## config.mk

```make
export PLATFORM = sky130hd
export DESIGN_NAME = branch_predictor
export DESIGN_NICKNAME = d
export VERILOG_FILES = /design/src/hw/bp_pkg.sv /design/src/hw/bp_direction_table.sv /design/src/hw/bp_target_buffer.sv /design/src/hw/bp_resolve.sv /design/src/hw/branch_predictor.sv
export SDC_FILE = /design/constraint.sdc
export NUM_CORES = 2
export LEC_CHECK = 0
export BUFFER_PORTS_ARGS = -buffer_cell sky130_fd_sc_hd__buf_2
export CORE_AREA = 4 4 404 406
export CTS_BUF_LIST = sky130_fd_sc_hd__clkbuf_2
export CTS_CLUSTER_DIAMETER = 80
export DETAILED_ROUTE_END_ITERATION = 12
export DIE_AREA = 0 0 408 410
export PLACE_DENSITY = 0.47
export SETUP_SLACK_MARGIN = 0.5
export SYNTH_ARGS = -nofsm -noshare
export SYNTH_HDL_FRONTEND = slang
export SYNTH_HIERARCHICAL = 1
export SYNTH_SLANG_ARGS = --single-unit
```

## constraint.sdc

```tcl
create_clock -name clk_i -period 7.75 [get_ports clk_i]
set_clock_uncertainty 0.05 [all_clocks]
set_input_delay 0.775 -clock clk_i [delete_from_list [all_inputs] [get_ports clk_i]]
set_output_delay 0.775 -clock clk_i [all_outputs]
set_load 0.005 [all_outputs]
```

## src/hw/bp_pkg.sv

```systemverilog
package bp_pkg;

    // correction code reported to the core for the instruction in execute
    typedef enum logic [1:0] {
        FIX_NONE         = 2'd0, // prediction was right
        FIX_NOT_TAKEN    = 2'd1, // predicted taken, fell through
        FIX_TAKEN        = 2'd2, // predicted not taken, branched
        FIX_WRONG_TARGET = 2'd3  // taken as predicted but elsewhere
    } fix_e;

    // boot address 0x4000_0000, carried as pc[31:1]
    localparam logic [31:1] BOOT_TARGET = 31'h2000_0000;

endpackage

```

## src/hw/bp_direction_table.sv

```systemverilog
`timescale 1ns/100ps

// gshare direction predictor
// 2-bit saturating counters indexed by pc xor global history
module bp_direction_table #(
    parameter int INDEX_W = 5
) (
    input  logic               clk_i,
    input  logic               rst_i,

    // prediction read, combinational
    input  logic [31:1]        pc_i,
    output logic               pred_taken_o,
    output logic [INDEX_W-1:0] pred_index_o,

    // resolved branch from execute
    input  logic               update_i,
    input  logic [INDEX_W-1:0] update_index_i,
    input  logic               update_taken_i
);

    localparam int DEPTH = 1 << INDEX_W;

    logic [1:0]         counters [DEPTH];
    logic [INDEX_W-1:0] history;   // outcomes of resolved branches, newest in bit 0

    logic [INDEX_W-1:0] rd_index;
    logic [1:0]         rd_cnt;

    logic [1:0]         upd_cnt;   // counter at the recorded index
    logic [1:0]         upd_next;  // after saturation

    // read side
    always_comb begin
        rd_index = pc_i[INDEX_W:1] ^ history;
        rd_cnt   = counters[rd_index];
    end

    assign pred_index_o = rd_index;
    assign pred_taken_o = rd_cnt[1]; // weakly or strongly taken

    // saturating step for the entry being trained
    always_comb begin
        upd_cnt = counters[update_index_i];
        if (update_taken_i) begin
            if (upd_cnt == 2'b11) begin
                upd_next = upd_cnt;
            end else begin
                upd_next = upd_cnt + 2'd1;
            end
        end else begin
            if (upd_cnt == 2'b00) begin
                upd_next = upd_cnt;
            end else begin
                upd_next = upd_cnt - 2'd1;
            end
        end
    end

    // counters and history only move when a branch resolves,
    // the index was captured at fetch so training hits the same entry
    always_ff @(posedge clk_i) begin
        if (rst_i) begin
            for (int i = 0; i < DEPTH; i++) begin
                counters[i] <= 2'b00; // strongly not taken
            end
            history <= '0;
        end else if (update_i) begin
            counters[update_index_i] <= upd_next;
            history                  <= {history[INDEX_W-2:0], update_taken_i};
        end
    end

endmodule

```

## src/hw/bp_target_buffer.sv

```systemverilog
`timescale 1ns/100ps

// direct-mapped branch target buffer, no tags
// aliasing PCs simply share an entry and retrain it
module bp_target_buffer #(
    parameter int INDEX_W = 5
) (
    input  logic        clk_i,
    input  logic        rst_i,

    // prediction read
    input  logic [31:1] pc_i,
    output logic [31:1] pred_target_o,

    // taken branch from execute
    input  logic        update_i,
    input  logic [31:1] update_pc_i,
    input  logic [31:1] update_target_i
);

    localparam int DEPTH = 1 << INDEX_W;

    logic [31:1]        targets [DEPTH];
    logic [INDEX_W-1:0] rd_index;
    logic [INDEX_W-1:0] wr_index;

    // halfword-aligned PC, so bit 1 is the lowest index bit
    assign rd_index = pc_i[INDEX_W:1];
    assign wr_index = update_pc_i[INDEX_W:1];

    assign pred_target_o = targets[rd_index];

    always_ff @(posedge clk_i) begin
        if (rst_i) begin
            // unknown branches point at the boot address
            for (int i = 0; i < DEPTH; i++) begin
                targets[i] <= bp_pkg::BOOT_TARGET;
            end
        end else if (update_i) begin
            targets[wr_index] <= update_target_i;
        end
    end

endmodule

```

## src/hw/bp_resolve.sv

```systemverilog
`timescale 1ns/100ps

// tracks predictions through decode and execute, grades them against
// the execute outcome and trains both tables
module bp_resolve #(
    parameter int INDEX_W = 5
) (
    input  logic               clk_i,
    input  logic               rst_i,
    input  logic               stall_i,

    // fetch stage and the prediction made for it
    input  logic [31:1]        fetch_pc_i,
    input  logic               fetch_branch_i,
    input  logic               fetch_compressed_i,
    input  logic               pred_taken_i,
    input  logic [31:1]        pred_target_i,
    input  logic [INDEX_W-1:0] pred_index_i,

    // outcome from execute
    input  logic               exec_taken_i,
    input  logic [31:1]        exec_target_i,
    input  logic               exec_jump_i,

    // correction to the core
    output bp_pkg::fix_e       fix_o,
    output logic [31:1]        redirect_pc_o,

    // table training
    output logic               dir_update_o,
    output logic [INDEX_W-1:0] dir_index_o,
    output logic               dir_taken_o,
    output logic               tgt_update_o,
    output logic [31:1]        tgt_pc_o,
    output logic [31:1]        tgt_target_o
);

    // decode slot
    logic               dec_valid;
    logic [31:1]        dec_pc;
    logic               dec_comp;
    logic               dec_taken;
    logic [31:1]        dec_target;
    logic [INDEX_W-1:0] dec_index;

    // execute slot
    logic               exe_valid;
    logic [31:1]        exe_pc;
    logic               exe_comp;
    logic               exe_taken;
    logic [31:1]        exe_target;
    logic [INDEX_W-1:0] exe_index;

    logic               kill;      // flush younger entries on a correction
    logic               upd_ok;
    logic [31:1]        seq_pc;    // fall-through address

    always_ff @(posedge clk_i) begin
        if (rst_i) begin
            dec_valid <= 1'b0;
            exe_valid <= 1'b0;
        end else if (!stall_i) begin
            dec_valid <= fetch_branch_i & ~kill;
            exe_valid <= dec_valid & ~kill;
        end
    end

    // payload just follows the valid bits
    always_ff @(posedge clk_i) begin
        if (!stall_i) begin
            dec_pc     <= fetch_pc_i;
            dec_comp   <= fetch_compressed_i;
            dec_taken  <= pred_taken_i;
            dec_target <= pred_target_i;
            dec_index  <= pred_index_i;

            exe_pc     <= dec_pc;
            exe_comp   <= dec_comp;
            exe_taken  <= dec_taken;
            exe_target <= dec_target;
            exe_index  <= dec_index;
        end
    end

    // compressed instruction is one halfword, else two
    assign seq_pc = exe_pc + (exe_comp ? 31'd1 : 31'd2);

    always_comb begin
        fix_o         = bp_pkg::FIX_NONE;
        redirect_pc_o = '0;
        if (exe_valid) begin
            if (exe_taken && !exec_taken_i) begin
                fix_o         = bp_pkg::FIX_NOT_TAKEN;
                redirect_pc_o = seq_pc;
            end else if (!exe_taken && exec_taken_i) begin
                fix_o         = bp_pkg::FIX_TAKEN;
                redirect_pc_o = exec_target_i;
            end else if (exe_taken && exec_target_i != exe_target) begin
                fix_o         = bp_pkg::FIX_WRONG_TARGET;
                redirect_pc_o = exec_target_i;
            end
        end
    end

    assign kill   = (fix_o != bp_pkg::FIX_NONE);
    assign upd_ok = exe_valid & ~stall_i; // a held entry trains only once

    // jumps are always taken, keep them out of the counters and history
    assign dir_update_o = upd_ok & ~exec_jump_i;
    assign dir_index_o  = exe_index;
    assign dir_taken_o  = exec_taken_i;

    assign tgt_update_o = upd_ok & exec_taken_i;
    assign tgt_pc_o     = exe_pc;
    assign tgt_target_o = exec_target_i;

endmodule

```

## src/hw/branch_predictor.sv

```systemverilog
`timescale 1ns/100ps

// branch prediction unit, gshare direction plus btb
module branch_predictor #(
    parameter int INDEX_W = 5
) (
    input  logic         clk_i,
    input  logic         rst_i,
    input  logic         stall_i,

    // fetch
    input  logic [31:1]  fetch_pc_i,
    input  logic         fetch_branch_i,
    input  logic         fetch_compressed_i,
    output logic         pred_taken_o,
    output logic [31:1]  pred_target_o,

    // execute
    input  logic         exec_taken_i,
    input  logic [31:1]  exec_target_i,
    input  logic         exec_jump_i,
    output bp_pkg::fix_e fix_o,
    output logic [31:1]  redirect_pc_o
);

    logic [INDEX_W-1:0] pred_index;

    logic               dir_update;
    logic [INDEX_W-1:0] dir_index;
    logic               dir_taken;

    logic               tgt_update;
    logic [31:1]        tgt_pc;
    logic [31:1]        tgt_target;

    bp_direction_table #(
        .INDEX_W (INDEX_W)
    ) u_dir (
        .clk_i          (clk_i),
        .rst_i          (rst_i),
        .pc_i           (fetch_pc_i),
        .pred_taken_o   (pred_taken_o),
        .pred_index_o   (pred_index),
        .update_i       (dir_update),
        .update_index_i (dir_index),
        .update_taken_i (dir_taken)
    );

    bp_target_buffer #(
        .INDEX_W (INDEX_W)
    ) u_tgt (
        .clk_i           (clk_i),
        .rst_i           (rst_i),
        .pc_i            (fetch_pc_i),
        .pred_target_o   (pred_target_o),
        .update_i        (tgt_update),
        .update_pc_i     (tgt_pc),
        .update_target_i (tgt_target)
    );

    bp_resolve #(
        .INDEX_W (INDEX_W)
    ) u_res (
        .clk_i              (clk_i),
        .rst_i              (rst_i),
        .stall_i            (stall_i),
        .fetch_pc_i         (fetch_pc_i),
        .fetch_branch_i     (fetch_branch_i),
        .fetch_compressed_i (fetch_compressed_i),
        .pred_taken_i       (pred_taken_o),
        .pred_target_i      (pred_target_o),
        .pred_index_i       (pred_index),
        .exec_taken_i       (exec_taken_i),
        .exec_target_i      (exec_target_i),
        .exec_jump_i        (exec_jump_i),
        .fix_o              (fix_o),
        .redirect_pc_o      (redirect_pc_o),
        .dir_update_o       (dir_update),
        .dir_index_o        (dir_index),
        .dir_taken_o        (dir_taken),
        .tgt_update_o       (tgt_update),
        .tgt_pc_o           (tgt_pc),
        .tgt_target_o       (tgt_target)
    );

endmodule

```

==> impl_metrics.ini <==
[status]
status = finished clean

[yosys]
ys_async_sr_fraction_pct = 0
synth_edf_count = 1194
yosys.area.top_type = edfxtp_1
synth_area_per_cell_um2 = 13.6
yosysSeqAreaShare_pct = 64.9
ys_types = 57
ys_ff_latch = 1201
syn_area_um2 = 55400
netlist_instances = 4071
synth_nets = 4143
yosys-top-cells-area = edfxtp_1, and2_1, mux2i_1, a22o_1, clkbuf_1
yosys_warnings = 6
synthFlopType = edfxtp_1
yosysTopAreaCellShare_pct = 64.7

[cts]
cts_resized = 0
cts_tree = built
cts_buffers = 337
clk_pin_slew_ps = 100
cts_buffer_depth = 4
ctsRootBufferMaster = clkbuf_2
ctsHtreeMaxLevel = 5
clock_sinks = 1201
insertion_delay_ps = 1650

[sta]
tightest_slew_ps = 1200
finalHoldViolCount = 0
finalSetupTns_ps = 0
fmax_mhz = 177
setup_viol = 0
layout_worst_path_cycle_share_pct = 72.7
post-route-min-period_ps = 5640
slew_headroom_pct = 19.9
slew_viol_final = 0
grt_setup_unrepaired = false

[critical_path]
crit_slowest_cell = nor3_2
critPathMaxStageDelay_ps = 980
cp.arrival_ps = 4810
cp_max_fo = 13
end_kind = output port
cp.required_ps = 6920
cp_cell_sequence = nand4_1, nor3_2, nand4_1, xnor2_1, a22o_1, buf_2
critPathKind = flop to output port
crit_top_cell = nand4_1
startpoint_type = flop

[routing]
vias_per_cell = 5.11
drc = 0
ant_nets = 0
wl_per_cell_um = 27.1
vias = 34100
routed_wl_mm = 181
first_iter_violations = 2870
dr.pass1.iters = 5

[die]
dieArea_um2 = 167000
chipHeight_um = 410
core-area_um2 = 160000
initial_core_util_pct = 34.7
pin_count = 134
die_width_um = 408
rows = 147

[cells_and_area]
layout_commonest_cell = edfxtp_1
drive_gt1_share_pct = 19.7
final_cell_mix = edfxtp_1, and2_1, mux2i_1
multi_input_area_um2 = 17600
final_nets = 4459
nFillCells = 15300
fin_util_pct = 38.6
syn_to_final_growth_pct = 11.3
instances_no_fill = 6678
ff_latch_area_um2 = 36000

[global_route]
grt_max_degree = 93
track_usage_pct = 21.2
grt_overflow = 0
antenna_found_initial = 24
grt_pass1_wl_mm = 256
grt_pass1_vias = 35100

[placed_design]
numPortBuffers = 133
dp_hpwl_mm = 104
gp_congestion = 0.773
dp_cells = 6021

[power]
p_leak_uw = 0.0240
pwr_density_cell_nw_per_um2 = 209
peakVddDrop_mv = 0.156

[job]
cap_violations = 0

[min_path]
min_path_type = input pin to flop
==> critical path: cells and delay by family (launching register included) <==
kind                      cells  cell delay, ps
and+or+nand+nor               3            1800
DFF                           1             750
xor gates and xnor gates      1             290
AOI/OAI and AO/OA             1             180
buffers and inverters         1             110
==> flip-flops by register name, indices dropped and copies added (netlist names) <==
register           count
u_dir/counters        64
u_dir/history          5
u_res/dec_comp         1
u_res/dec_index        5
u_res/dec_pc          31
u_res/dec_taken        1
u_res/dec_target      31
u_res/dec_valid        1
u_res/dir_index_o      5
u_res/exe_comp         1
u_res/exe_taken        1
u_res/exe_target      31
u_res/exe_valid        1
u_res/tgt_pc_o        31
u_tgt/targets        992
==> final timing paths <==
kind | cells past startpoint | to | slack, ps | startpoint
worst max-delay path | 6 | redirect_pc_o[31] | 2110 | u_res/tgt_pc_o[4]
worst min-delay path | 4 | u_tgt/targets[3][30] | 300 | exec_target_i[31]
worst max register to register | 8 | u_tgt/targets[1][24] | 3750 | u_res/exe_valid
worst min register to register | 0 | u_res/exe_target[26] | 360 | u_res/dec_target[26]
==> synthesized netlist by cell type, types with 34 or more instances <==
cell	number
nand2b_1	37
a22o_1	94
nand3_1	110
buf_4	62
buf_2	50
mux2i_1	507
nor3_1	36
or2_2	34
xnor2_1	53
and2_1	933
clkbuf_2	45
or3_1	34
edfxtp_1	1194
clkbuf_1	203
nor2_1	117
a21oi_1	95
nand2_1	147
a22oi_1	96
==> cell families (layout without fill, tap and decap cells) <==
family | Yosys count | after routing | synth area share, %
other | 0 | 8 | 0
DFF | 1201 | 1201 | 64.9
buffers and inverters | 392 | 905 | 3.50
muxes | 537 | 537 | 10.1
and+or+nand+nor | 1536 | 1536 | 16.0
xor gates and xnor gates | 65 | 65 | 1.03
AOI/OAI and AO/OA | 335 | 335 | 4.26
adders and majority gates | 5 | 5 | 0.120
==> power by group <==
group | switching (µW) | internal (µW)
registers | 103 | 7380
logic | 781 | 343
clock network | 2630 | 1690
==> metrics by stage <==
step	hold WS, ps	setup WS, ps	power (µW)	area, µm²
detailed placement	355	3120	8730	57900
floorplan	350	3550	8210	55400
CTS	30.5	1790	13100	61700
global route	153	1730	13500	61700
global placement	351	3060	8730	57900
finish	302	2110	12900	61700
==> metal layers <==
metal	part of all wire [%]	global-route usage, %	up-vias
met1	44	29.0	17400
met2	48	35.0	1054
met3	6.1	3.86	209
li1	-	-	15400
met5	0	0	-
met4	1.9	5.62	0
==> cell type report <==
class                      instances  share of cell area, %
multi-input combinational       2478                   28.6
sequential                      1201                   58.3
inverter                           9                 0.0628
timing repair buffer             360                   4.52
tap                             2086                   4.23
clock inverter                    30                  0.188
clock buffer                     506                   4.10
antenna                            8                 0.0324
==> timing repair <==
action	in CTS	in global routing
hold buffers	113	0
endpoints found under the hold margin	1250	0
endpoints found under the setup margin	0	0
setup buffers	0	0
No activity file was read; power rests on OpenSTA's default activity.
